<file path="config.mk">
export PLATFORM = sky130hd
export DESIGN_NAME = xcvr_reconfig_top
export DESIGN_NICKNAME = d
export VERILOG_FILES = /design/src/xcvr_reconfig_pkg.sv /design/src/reconfig_req_decode.sv /design/src/reconfig_csr_regs.sv /design/src/chnl_bus_bridge.sv /design/src/reconfig_resp_return.sv /design/src/xcvr_reconfig_top.sv
export SDC_FILE = /design/constraint.sdc
export NUM_CORES = 1
export LEC_CHECK = 0
export BUFFER_PORTS_ARGS = -buffer_cell sky130_fd_sc_hd__buf_2
export CORE_ASPECT_RATIO = 0.7
export CORE_MARGIN = 4
export CORE_UTILIZATION = 45
export CTS_CLUSTER_SIZE = 20
export DETAILED_ROUTE_END_ITERATION = 12
export PLACE_DENSITY = 0.76
export SYNTH_ARGS = -nofsm -noshare
export SYNTH_HDL_FRONTEND = slang
export SYNTH_SLANG_ARGS = --single-unit
</file>
<file path="constraint.sdc">
create_clock -name avmm_clk -period 3.03 [get_ports avmm_clk]
set_clock_uncertainty 0.05 [all_clocks]
set_input_delay 0.1515 -clock avmm_clk [delete_from_list [all_inputs] [get_ports avmm_clk]]
set_output_delay 0.1515 -clock avmm_clk [all_outputs]
set_load 0.02 [all_outputs]
</file>
<file path="src/xcvr_reconfig_pkg.sv">
package xcvr_reconfig_pkg;

    // Bus widths
    localparam int DATA_W      = 16;        // Host and channel data word
    localparam int CHNL_ADDR_W = 11;        // Hard channel register address

    // Soft CSR register indices
    localparam logic [3:0] CSR_STATUS  = 4'd0;  // Read-only status word
    localparam logic [3:0] CSR_RST_OVR = 4'd1;  // Reset override controls
    localparam logic [3:0] CSR_LTRLTD  = 4'd2;  // LTR/LTD override controls
    localparam logic [3:0] CSR_SLPBK   = 4'd3;  // Serial loopback enable

    // Word address as seen by the soft CSR file
    typedef struct packed {
        logic       sel;                    // 1 selects soft CSR
        logic [6:0] unused;                 // Not decoded
        logic [3:0] idx;                    // Register index
    } csr_addr_t;

    // Word address as seen by the hard channel bus
    typedef struct packed {
        logic                   sel;        // 0 selects hard channel
        logic [CHNL_ADDR_W-1:0] addr;       // Channel register address
    } chnl_addr_t;

    // Bit 11 picks the path, the rest decodes per target
    typedef union packed {
        csr_addr_t  csr;
        chnl_addr_t chnl;
    } reconfig_addr_u;

    // Request from decode to either target
    typedef struct packed {
        reconfig_addr_u    addr;
        logic              we;              // 1 for write
        logic [DATA_W-1:0] wdata;
    } reconfig_req_t;

    // Response from a target to the return stage
    typedef struct packed {
        logic              done;            // One-cycle completion
        logic [DATA_W-1:0] rdata;
    } reconfig_resp_t;

    // Hard channel register bus
    typedef struct packed {
        logic                   wr;         // Write strobe
        logic                   rd;         // Read strobe
        logic [CHNL_ADDR_W-1:0] addr;
        logic [DATA_W-1:0]      wdata;
    } chnl_bus_t;

    // Reset override register, bit 0 is tx_en
    typedef struct packed {
        logic rx_ana_val;                   // Forced CDR and rxpma reset_n
        logic rx_dig_val;                   // Forced rx PCS reset_n
        logic rx_en;                        // Override rx resets
        logic tx_val;                       // Forced tx PCS reset_n
        logic tx_en;                        // Override tx reset
    } rst_ovr_t;

endpackage

</file>
<file path="src/reconfig_req_decode.sv">
module reconfig_req_decode (
    input  logic                              avmm_clk,
    input  logic                              avmm_reset,
    // Wishbone classic slave side
    input  logic                              wb_cyc,
    input  logic                              wb_stb,
    input  logic                              wb_we,
    input  logic [xcvr_reconfig_pkg::CHNL_ADDR_W:0] wb_adr,
    input  logic [xcvr_reconfig_pkg::DATA_W-1:0]    wb_dat_w,
    input  logic                              wb_ack,      // Ends the busy window
    // Target requests
    output xcvr_reconfig_pkg::reconfig_req_t  csr_req,
    output logic                              csr_valid,
    output xcvr_reconfig_pkg::reconfig_req_t  chnl_req,
    output logic                              chnl_valid
);
    import xcvr_reconfig_pkg::*;

    reconfig_req_t req_q;       // Captured host request
    logic          busy;        // One transaction in flight
    logic          accept;      // Host request taken this edge
    logic          acc_q;       // Accepted last edge, classify now

    // Classic cycle, new request only once the last ack is gone
    assign accept = wb_cyc && wb_stb && !busy;

    always_ff @(posedge avmm_clk or posedge avmm_reset) begin
        if (avmm_reset) begin
            busy       <= 1'b0;
            acc_q      <= 1'b0;
            csr_valid  <= 1'b0;
            chnl_valid <= 1'b0;
        end else begin
            acc_q      <= accept;
            // Exactly one target sees the pulse
            csr_valid  <= acc_q &&  req_q.addr.csr.sel;
            chnl_valid <= acc_q && !req_q.addr.chnl.sel;
            if (accept) begin
                busy <= 1'b1;
            end else if (wb_ack) begin
                busy <= 1'b0;   // stb still high at this edge, not re-taken
            end
        end
    end

    // Request payload, held stable for the whole transaction
    always_ff @(posedge avmm_clk) begin
        if (accept) begin
            req_q.addr  <= wb_adr;
            req_q.we    <= wb_we;
            req_q.wdata <= wb_dat_w;
        end
    end

    // Both targets share the same captured request
    assign csr_req  = req_q;
    assign chnl_req = req_q;

    // No second acceptance until the host has seen its ack
    a_single_txn: assert property (
        @(posedge avmm_clk) disable iff (avmm_reset)
        accept |=> (!accept until_with wb_ack)
    );

    // Ack only ever closes an accepted transaction
    a_ack_in_txn: assert property (
        @(posedge avmm_clk) disable iff (avmm_reset)
        wb_ack |-> busy
    );

endmodule

</file>
<file path="src/reconfig_csr_regs.sv">
module reconfig_csr_regs (
    input  logic                              avmm_clk,
    input  logic                              avmm_reset,
    input  xcvr_reconfig_pkg::reconfig_req_t  req,
    input  logic                              valid,
    // Status sources
    input  logic                              prbs_done,
    input  logic                              prbs_err,
    // Core-driven resets, active low
    input  logic                              in_tx_rst_n,
    input  logic                              in_rx_rst_n,
    input  logic                              in_rx_cdr_rst_n,
    input  logic                              in_rxpma_rst_n,
    // Core-driven lock controls
    input  logic                              in_ltr,
    input  logic                              in_ltd,
    input  logic                              seriallpbken,    // Loopback pin
    output xcvr_reconfig_pkg::reconfig_resp_t resp,
    // Steered resets to PCS and PMA
    output logic                              out_tx_rst_n,
    output logic                              out_rx_rst_n,
    output logic                              out_rx_cdr_rst_n,
    output logic                              out_rxpma_rst_n,
    output logic                              csr2pcs_ltr,
    output logic                              csr2pma_ltd,
    output logic                              pma_seriallpbken
);
    import xcvr_reconfig_pkg::*;

    rst_ovr_t          rst_ovr_q;       // Reset override register
    logic [2:0]        ltrltd_q;        // Bit 0 enable, bit 1 LTR, bit 2 LTD
    logic              slpbk_q;         // Soft loopback enable
    logic [3:0]        idx;             // Decoded register index
    logic [DATA_W-1:0] status_word;
    logic [DATA_W-1:0] rd_word;
    logic [DATA_W-1:0] rdata_q;
    logic              done_q;

    assign idx = req.addr.csr.idx;

    // Live status, reset bits reported as active high
    assign status_word = DATA_W'({~in_rx_rst_n, ~in_tx_rst_n, prbs_err, prbs_done});

    // Read mux, zero-extended
    always_comb begin
        case (idx)
            CSR_STATUS:  rd_word = status_word;
            CSR_RST_OVR: rd_word = DATA_W'(rst_ovr_q);
            CSR_LTRLTD:  rd_word = DATA_W'(ltrltd_q);
            CSR_SLPBK:   rd_word = DATA_W'(slpbk_q);
            default:     rd_word = '0;     // Unmapped
        endcase
    end

    // Control registers
    always_ff @(posedge avmm_clk or posedge avmm_reset) begin
        if (avmm_reset) begin
            rst_ovr_q <= '0;
            ltrltd_q  <= '0;
            slpbk_q   <= 1'b0;
            done_q    <= 1'b0;
        end else begin
            done_q <= valid;                // Answer one cycle after request
            if (valid && req.we) begin
                case (idx)
                    CSR_RST_OVR: rst_ovr_q <= rst_ovr_t'(req.wdata[4:0]);
                    CSR_LTRLTD:  ltrltd_q  <= req.wdata[2:0];
                    CSR_SLPBK:   slpbk_q   <= req.wdata[0];
                    default:     ;          // Status and holes ignore writes
                endcase
            end
        end
    end

    // Read data payload
    always_ff @(posedge avmm_clk) begin
        if (valid) begin
            rdata_q <= req.we ? '0 : rd_word;   // Writes return zero
        end
    end

    assign resp = '{done: done_q, rdata: rdata_q};

    // Reset overrides, forced value wins while enabled
    assign out_tx_rst_n     = rst_ovr_q.tx_en ? rst_ovr_q.tx_val     : in_tx_rst_n;
    assign out_rx_rst_n     = rst_ovr_q.rx_en ? rst_ovr_q.rx_dig_val : in_rx_rst_n;
    // One analog value covers both CDR and rxpma
    assign out_rx_cdr_rst_n = rst_ovr_q.rx_en ? rst_ovr_q.rx_ana_val : in_rx_cdr_rst_n;
    assign out_rxpma_rst_n  = rst_ovr_q.rx_en ? rst_ovr_q.rx_ana_val : in_rxpma_rst_n;

    // LTR/LTD override
    assign csr2pcs_ltr = ltrltd_q[0] ? ltrltd_q[1] : in_ltr;
    assign csr2pma_ltd = ltrltd_q[0] ? ltrltd_q[2] : in_ltd;

    // Either source enables loopback
    assign pma_seriallpbken = slpbk_q | seriallpbken;

endmodule

</file>
<file path="src/chnl_bus_bridge.sv">
module chnl_bus_bridge #(
    parameter int num_blocks = 8            // Channel blocks behind the bus
) (
    input  logic                              avmm_clk,
    input  logic                              avmm_reset,
    input  xcvr_reconfig_pkg::reconfig_req_t  req,
    input  logic                              valid,
    // Block answers, valid during the strobe cycle
    input  logic [num_blocks-1:0]             blk_select,
    input  logic [num_blocks-1:0][xcvr_reconfig_pkg::DATA_W-1:0] blk_readdata,
    output xcvr_reconfig_pkg::chnl_bus_t      chnl,
    output xcvr_reconfig_pkg::reconfig_resp_t resp
);
    import xcvr_reconfig_pkg::*;

    logic                   wr_q;           // Write strobe phase
    logic                   rd_q;           // Read strobe phase
    logic [CHNL_ADDR_W-1:0] addr_q;
    logic [DATA_W-1:0]      wdata_q;
    logic [DATA_W-1:0]      blk_word;       // Priority-selected block data
    logic [DATA_W-1:0]      rdata_q;
    logic                   done_q;         // Sample phase complete

    // Lowest-numbered selected block wins, none gives zero
    always_comb begin
        blk_word = '0;
        for (int i = num_blocks - 1; i >= 0; i--) begin
            if (blk_select[i]) begin
                blk_word = blk_readdata[i];
            end
        end
    end

    // Strobe phase, then sample phase
    always_ff @(posedge avmm_clk or posedge avmm_reset) begin
        if (avmm_reset) begin
            wr_q   <= 1'b0;
            rd_q   <= 1'b0;
            done_q <= 1'b0;
        end else begin
            wr_q   <= valid &&  req.we;
            rd_q   <= valid && !req.we;
            done_q <= wr_q || rd_q;         // Writes finish alongside reads
        end
    end

    // Bus payload and sampled read word
    always_ff @(posedge avmm_clk) begin
        if (valid) begin
            addr_q  <= req.addr.chnl.addr;  // Low 11 address bits
            wdata_q <= req.wdata;
        end
        if (rd_q) begin
            rdata_q <= blk_word;
        end else if (wr_q) begin
            rdata_q <= '0;
        end
    end

    assign chnl = '{wr: wr_q, rd: rd_q, addr: addr_q, wdata: wdata_q};
    assign resp = '{done: done_q, rdata: rdata_q};

    // Strobes exclusive and one cycle wide
    a_strobe_shape: assert property (
        @(posedge avmm_clk) disable iff (avmm_reset)
        (chnl.wr || chnl.rd) |-> !(chnl.wr && chnl.rd) ##1 !(chnl.wr || chnl.rd)
    );

endmodule

</file>
<file path="src/reconfig_resp_return.sv">
module reconfig_resp_return (
    input  logic                              avmm_clk,
    input  logic                              avmm_reset,
    input  xcvr_reconfig_pkg::reconfig_resp_t csr_resp,
    input  xcvr_reconfig_pkg::reconfig_resp_t chnl_resp,
    output logic                              wb_ack,
    output logic [xcvr_reconfig_pkg::DATA_W-1:0] wb_dat_r
);
    import xcvr_reconfig_pkg::*;

    logic              any_done;            // Either target finished
    logic [DATA_W-1:0] dat_nxt;             // Merged read word

    assign any_done = csr_resp.done || chnl_resp.done;
    assign dat_nxt  = csr_resp.done ? csr_resp.rdata : chnl_resp.rdata;

    // Acknowledge, one cycle per done
    always_ff @(posedge avmm_clk or posedge avmm_reset) begin
        if (avmm_reset) begin
            wb_ack <= 1'b0;
        end else begin
            wb_ack <= any_done;
        end
    end

    // Read word held until the next completion
    always_ff @(posedge avmm_clk) begin
        if (any_done) begin
            wb_dat_r <= dat_nxt;
        end
    end

    // Host sees one ack per transaction
    a_ack_single: assert property (
        @(posedge avmm_clk) disable iff (avmm_reset)
        wb_ack |=> !wb_ack
    );

    // Decode steers each request to one target only
    a_done_excl: assert property (
        @(posedge avmm_clk) disable iff (avmm_reset)
        !(csr_resp.done && chnl_resp.done)
    );

endmodule

</file>
<file path="src/xcvr_reconfig_top.sv">
module xcvr_reconfig_top #(
    parameter int num_blocks = 8
) (
    input  logic                                  avmm_clk,
    input  logic                                  avmm_reset,
    // Wishbone classic host port
    input  logic                                  wb_cyc,
    input  logic                                  wb_stb,
    input  logic                                  wb_we,
    input  logic [xcvr_reconfig_pkg::CHNL_ADDR_W:0] wb_adr,
    input  logic [xcvr_reconfig_pkg::DATA_W-1:0]  wb_dat_w,
    output logic [xcvr_reconfig_pkg::DATA_W-1:0]  wb_dat_r,
    output logic                                  wb_ack,
    // Status and core-driven controls
    input  logic                                  prbs_done,
    input  logic                                  prbs_err,
    input  logic                                  in_tx_rst_n,
    input  logic                                  in_rx_rst_n,
    input  logic                                  in_rx_cdr_rst_n,
    input  logic                                  in_rxpma_rst_n,
    input  logic                                  in_ltr,
    input  logic                                  in_ltd,
    input  logic                                  seriallpbken,
    // Steered controls
    output logic                                  out_tx_rst_n,
    output logic                                  out_rx_rst_n,
    output logic                                  out_rx_cdr_rst_n,
    output logic                                  out_rxpma_rst_n,
    output logic                                  csr2pcs_ltr,
    output logic                                  csr2pma_ltd,
    output logic                                  pma_seriallpbken,
    // Hard channel register bus
    output xcvr_reconfig_pkg::chnl_bus_t          chnl,
    input  logic [num_blocks-1:0]                 blk_select,
    input  logic [num_blocks-1:0][xcvr_reconfig_pkg::DATA_W-1:0] blk_readdata
);
    import xcvr_reconfig_pkg::*;

    reconfig_req_t  csr_req;
    reconfig_req_t  chnl_req;
    logic           csr_valid;
    logic           chnl_valid;
    reconfig_resp_t csr_resp;
    reconfig_resp_t chnl_resp;

    reconfig_req_decode u_decode (
        .avmm_clk, .avmm_reset,
        .wb_cyc, .wb_stb, .wb_we, .wb_adr, .wb_dat_w,
        .wb_ack,                            // Feedback closes busy
        .csr_req, .csr_valid, .chnl_req, .chnl_valid
    );

    reconfig_csr_regs u_csr (
        .avmm_clk, .avmm_reset,
        .req   (csr_req),
        .valid (csr_valid),
        .prbs_done, .prbs_err,
        .in_tx_rst_n, .in_rx_rst_n, .in_rx_cdr_rst_n, .in_rxpma_rst_n,
        .in_ltr, .in_ltd, .seriallpbken,
        .resp  (csr_resp),
        .out_tx_rst_n, .out_rx_rst_n, .out_rx_cdr_rst_n, .out_rxpma_rst_n,
        .csr2pcs_ltr, .csr2pma_ltd, .pma_seriallpbken
    );

    chnl_bus_bridge #(
        .num_blocks (num_blocks)
    ) u_bridge (
        .avmm_clk, .avmm_reset,
        .req   (chnl_req),
        .valid (chnl_valid),
        .blk_select, .blk_readdata,
        .chnl,
        .resp  (chnl_resp)
    );

    reconfig_resp_return u_return (
        .avmm_clk, .avmm_reset,
        .csr_resp, .chnl_resp,
        .wb_ack, .wb_dat_r
    );

endmodule

</file>
* Yosys cells after proc, flatten, opt, wreduce, memory -nomap -nowiden
Index checks and enable logic that the tools add are counted.
** Operators by class
- Mux-type cells :: 20
- Reductions and logical operators :: 18
- Equality and inequality tests :: 3
- Bitwise logic cells :: 3
** Operators by type and width (count)
- two-way mux 16 bit :: 11
- case mux 5 bit (4 select lines) :: 1
- equality test 4 x 2 -> 1 bit (second input constant) :: 2
- two-way mux 1 bit :: 8
- logical AND 1 bit :: 7
- AND reduction 2 bit :: 3
- equality test 4 x 1 -> 1 bit (second input constant) :: 1
- logical NOT 4 bit :: 1
- nonzero test 2 bit :: 2
- logical NOT 1 bit :: 3
- logical OR 1 bit :: 2
- NOT 1 bit :: 2
- OR 1 bit :: 1
** Word-level totals
- Flip-flop bits (word level) :: 122
- Logic and storage cells :: 68
- Output and inout bits :: 53
- Input bits :: 178

* Depth between registers and ports, before layout
- Depth after elaboration :: 9
- Depth in mapped cells :: 6
- Depth with buffers taken out :: 4

* Modules after synthesis
A second synthesis with hierarchy kept.
** Second synthesis, totals
- Cells, all modules :: 388
- Area total of the unflattened synthesis :: 5355.1 µm²
** Modules (own cells, without submodules)
- chnl_bus_bridge :: cells an instance 213, area each 2482.4 µm², seq. area each 1366.3 µm², times used 1
- reconfig_req_decode :: cells an instance 68, area each 1226.2 µm², seq. area each 970.9 µm², times used 1
- reconfig_csr_regs :: cells an instance 70, area each 885.8 µm², seq. area each 400.4 µm², times used 1
- reconfig_resp_return :: cells an instance 37, area each 760.7 µm², seq. area each 505.5 µm², times used 1

* Least setup slack after synthesis
OpenSTA, ideal clock, no wires.
- Path type :: register -> register
- From :: register u_decode.busy
- To :: register u_decode.req_q (netlist bit u_decode.chnl_req[0]) (enable)
- Path buffers :: 0
- Clock period less this slack :: 2.118 ns
- Stages on the path, launching flop included :: 2
- Setup time :: 0.416 ns
- Arrival time :: 1.651 ns
- Setup slack :: 0.912 ns
- Data required time :: 2.564 ns
- Cells stage by stage :: dfrtp_1 -> nor2_1
** On the way
- Word-level cells in the longest chain between the ends :: 2
** RTL lines
- start, declared :: RTL line reconfig_req_decode.sv:20 : logic busy;
- start signal, assigned :: RTL line reconfig_req_decode.sv:29 : busy <= 1'b0;
- start signal, assigned :: RTL line reconfig_req_decode.sv:39 : busy <= 1'b1;
- start signal, assigned :: RTL line reconfig_req_decode.sv:41 : busy <= 1'b0;
- logical NOT 1 bit :: RTL line reconfig_req_decode.sv:25 : assign accept = wb_cyc && wb_stb && !busy;
- logical AND 1 bit :: RTL line reconfig_req_decode.sv:25
- net u_decode.accept :: RTL line reconfig_req_decode.sv:21 : logic accept;
- end, declared :: RTL line reconfig_req_decode.sv:19 : reconfig_req_t req_q;
The timed path passes the listed nets, and every way through them passes these cells.
A chain may end at the register's enable or synchronous reset.

* Worst setup path in the final report
- From :: input port blk_select[4]
- To :: register u_bridge.rdata_q[6] (data pin)
** On the way
- Word-level cells in the longest chain between the ends :: 6
** RTL lines
- start, declared :: RTL line xcvr_reconfig_top.sv:34 : input logic [num_blocks-1:0] blk_select,
- two-way mux 16 bit (5 in series) :: RTL line chnl_bus_bridge.sv:28 : if (blk_select[i]) begin
- two-way mux 16 bit :: RTL line chnl_bus_bridge.sv:53 : if (rd_q) begin
- end signal, assigned :: RTL line chnl_bus_bridge.sv:54 : rdata_q <= blk_word;
- end, declared :: RTL line chnl_bus_bridge.sv:21 : logic [DATA_W-1:0] rdata_q;
Every way passes these cells.

==> results.py <==
metrics = {
    "yosys": {
        "seq_area_frac_synth_pct": 67.4,
        "synth_area_leaders": "edfxtp_1 58%, dfrtp_1 9.4%, a221oi_1 5.6%",
        "yosys.cell_count.top_type": "edfxtp_1",
        "synth_top_area_share_pct": 58.0,
        "synth_top_area_cell": "edfxtp_1",
        "ys_top_cells_by_count": "93 x edfxtp_1, 31 x a221oi_1, 30 x o21ai_0",
        "synth-main-ff-cell": "edfxtp_1",
        "async_flop_share_pct": 16.2,
        "yosysWarnings": 0,
        "ys_seq_elements": 111,
        "syn_nets": 522,
        "synth_edf_count": 93,
        "avgSynthCellArea_um2": 14.0,
        "synthesis.area_um2": 4810,
        "synth_cell_types": 35,
        "syn-instance-count": 344,
    },
    "global_routing": {
        "grt_max_degree": 31,
        "antenna_found_initial": 1,
        "grt_pass1_vias": 4000,
        "globalRoute.totalOverflow": 0,
        "grt_usage_pct": 22.8,
        "grt_pass1_wl_mm": 21.6,
    },
    "setup_path": {
        "cpPeakStageDelay_ns": 0.90,
        "crit_type": "input pin to flip-flop",
        "cp-start-kind": "input pin",
        "crit_required_ns": 3.16,
        "cpMaxStageDelayCell": "nor2b_1",
        "r2r_slack_ns": 1.21,
        "path_delay_family": "simple AND/OR/NAND/NOR gates",
        "crit_arrival_ns": 1.95,
        "crit_chain": "buf_2 > nor2b_1 > a221oi_1 > o31a_1 > o21ai_0",
        "endpoint_kind": "flip-flop",
        "cp_max_fo": 18,
        "path_buf_inv": 1,
    },
    "sta": {
        "fmax_mhz": 550,
        "finalSetupViolCount": 0,
        "finalSetupTns_ns": 0,
        "hold_viol_final": 0,
        "drv_slew": 0,
        "timing.final.crit_share_pct": 60.0,
        "worst-slew-pin-transition_ns": 1.08,
        "slew-limit-headroom_pct": 27.8,
        "rsz0062_at_grt": "false",
        "period_needed_ns": 1.82,
    },
    "clock_network": {
        "clkSlewWorstSetupHoldPaths_ns": 0.07,
        "cts_tree": "yes",
        "cts_root_buf": "clkbuf_16",
        "cts_sinks": 111,
        "postCtsSetupRepairBufs": 0,
        "cts_buffer_depth": 2,
        "clk_latency_ns": 0.34,
        "cts_buffers": 9,
        "cts.htree.levels": 3,
    },
    "placed_design": {
        "place_area_um2": 6030,
        "dp_hpwl_mm": 11.3,
        "io_buffers": 230,
        "gp_congestion": 0.927,
    },
    "die": {
        "die_h_um": 94.5,
        "ios": 231,
        "core-area_um2": 10400,
        "die_area_um2": 12400,
        "initial_core_util_pct": 46.3,
        "die_width_um": 132,
        "rows": 31,
    },
    "routing": {
        "drc": 0,
        "ant_nets": 0,
        "first_pass_iters": 4,
        "wire_per_inst_um": 20.1,
        "finalWirelength_mm": 14.6,
        "route.vias.total": 4023,
        "drt-initial-drc-count": 296,
        "via_per_inst": 5.53,
    },
    "flow_run": {
        "cap_viol_max_count": 0,
    },
    "power": {
        "p_total_mw": 3.18,
        "cellPowerDensity_nw_per_um2": 482,
        "vdd_ir_drop_max_v": 0.000281,
        "leakage_nw": 2.75,
    },
    "final_layout": {
        "fin_area_um2": 6590,
        "drive_above_1_share_pct": 46.0,
        "nNetsFinal": 769,
        "syn_to_final_growth_pct": 37.0,
        "n_antenna_cell": 0,
    },
    "status": {
        "status": "finished clean",
    },
    "worst_hold_path": {
        "hold_class": "input pin to flip-flop",
    },
}
[per-stage QoR]
step                setup WS (ns)  cells  hold slack (ns)  utilization [%]
floorplan                   0.912    344           0.0401                -
finish                       1.21    728           0.0561             63.4
global route                 1.05    728           0.0703             63.4
global placement             1.00    682            0.277             58.0
detailed placement          0.898    682            0.280             58.0
CTS                          1.25    728           0.0515             63.4
[area by class of cell]
cell class	count	area [µm²]
repair buffers	263	1470
clock buffers	10	229
inverters	6	22.5
clock inverters	6	37.5
flip-flops and latches	111	3240
fillers	834	3800
well taps	132	165
multi-input cells	200	1420
[cell families (layout without fill, tap and decap cells)]
| group | count (synthesis) | in the layout | share of synthesized area, % |
|---|---|---|---|
| AO/OA/AOI/OAI | 117 | 117 | 17.5 |
| flip-flops | 111 | 111 | 67.4 |
| AND/OR/NAND/NOR | 62 | 62 | 6.84 |
| buffers and inverters | 33 | 285 | 3.15 |
| multiplexers | 21 | 21 | 5.09 |
[cell usage in the layout, fill, tap and decap left out, drive strengths merged, types with 2 or more instances in the layout]
master and count:
nor2b 19, mux2i 2, o31a 14, or2 3
dfrtp 18, nor2 6, nor3 3, mux2 18
a21oi 5, buf 233, a221oi 31, nand3 2
clkinv 6, o22ai 16, nand2 22, dlygate4sd3 30
clkbuf 10, o21ai 33, a22o 15, and2 2
inv 6, edfxtp 93
[state kept, by name, indices dropped and copies added, names as in the netlist, 3 cells and up]
register	flops
u_bridge.addr_q	11
u_bridge.rdata_q	16
u_bridge.wdata_q	16
u_csr.ltrltd_q	3
u_csr.rdata_q	5
u_csr.rst_ovr_q	5
u_decode.chnl_req	29
u_return.wb_dat_r	16
[worst min-delay path, stage by stage]
cell     delay [ns]
buf_2          0.10
nand2_1        0.08
mux2i_1        0.07
[path summary, 6_finish.rpt]
check / from / endpoint / cells past startpoint
worst max-delay path: blk_select[4] / u_bridge.rdata_q[6] / 5
worst min-delay path: wb_stb / u_decode.busy / 3
worst max register to register: u_bridge.rd_q / u_bridge.rdata_q[14] / 4
worst min register to register: u_decode.chnl_req[10] / u_bridge.wdata_q[10] / 0
max in group asynchronous: avmm_reset / u_decode.busy / 3
min in group asynchronous: avmm_reset / u_decode.acc_q / 3
[timing repair]
| item | 4_1_cts | 5_1_grt |
|---|---|---|
| gates resized for setup | 0 | 0 |
| hold endpoints to repair | 47 | 0 |
| setup endpoints to repair | 0 | 0 |
| hold buffers | 30 | 0 |
[routing by layer]
layer  up-vias  share of wire [%]  global-route usage [%]
met3        23                8.1                    6.66
met4         2                1.4                    6.12
met1      1948                 41                    30.4
met2       196                 49                    37.2
met5         -              0.048                       0
li1       1854                  -                       -
[power breakdown]
group / internal, mW / switching (mW) / total [mW]
clock: 0.556 / 0.504 / 1.06
sequential: 1.71 / 0.0255 / 1.73
combinational: 0.188 / 0.198 / 0.386
Power figures use the tool's default switching activity.
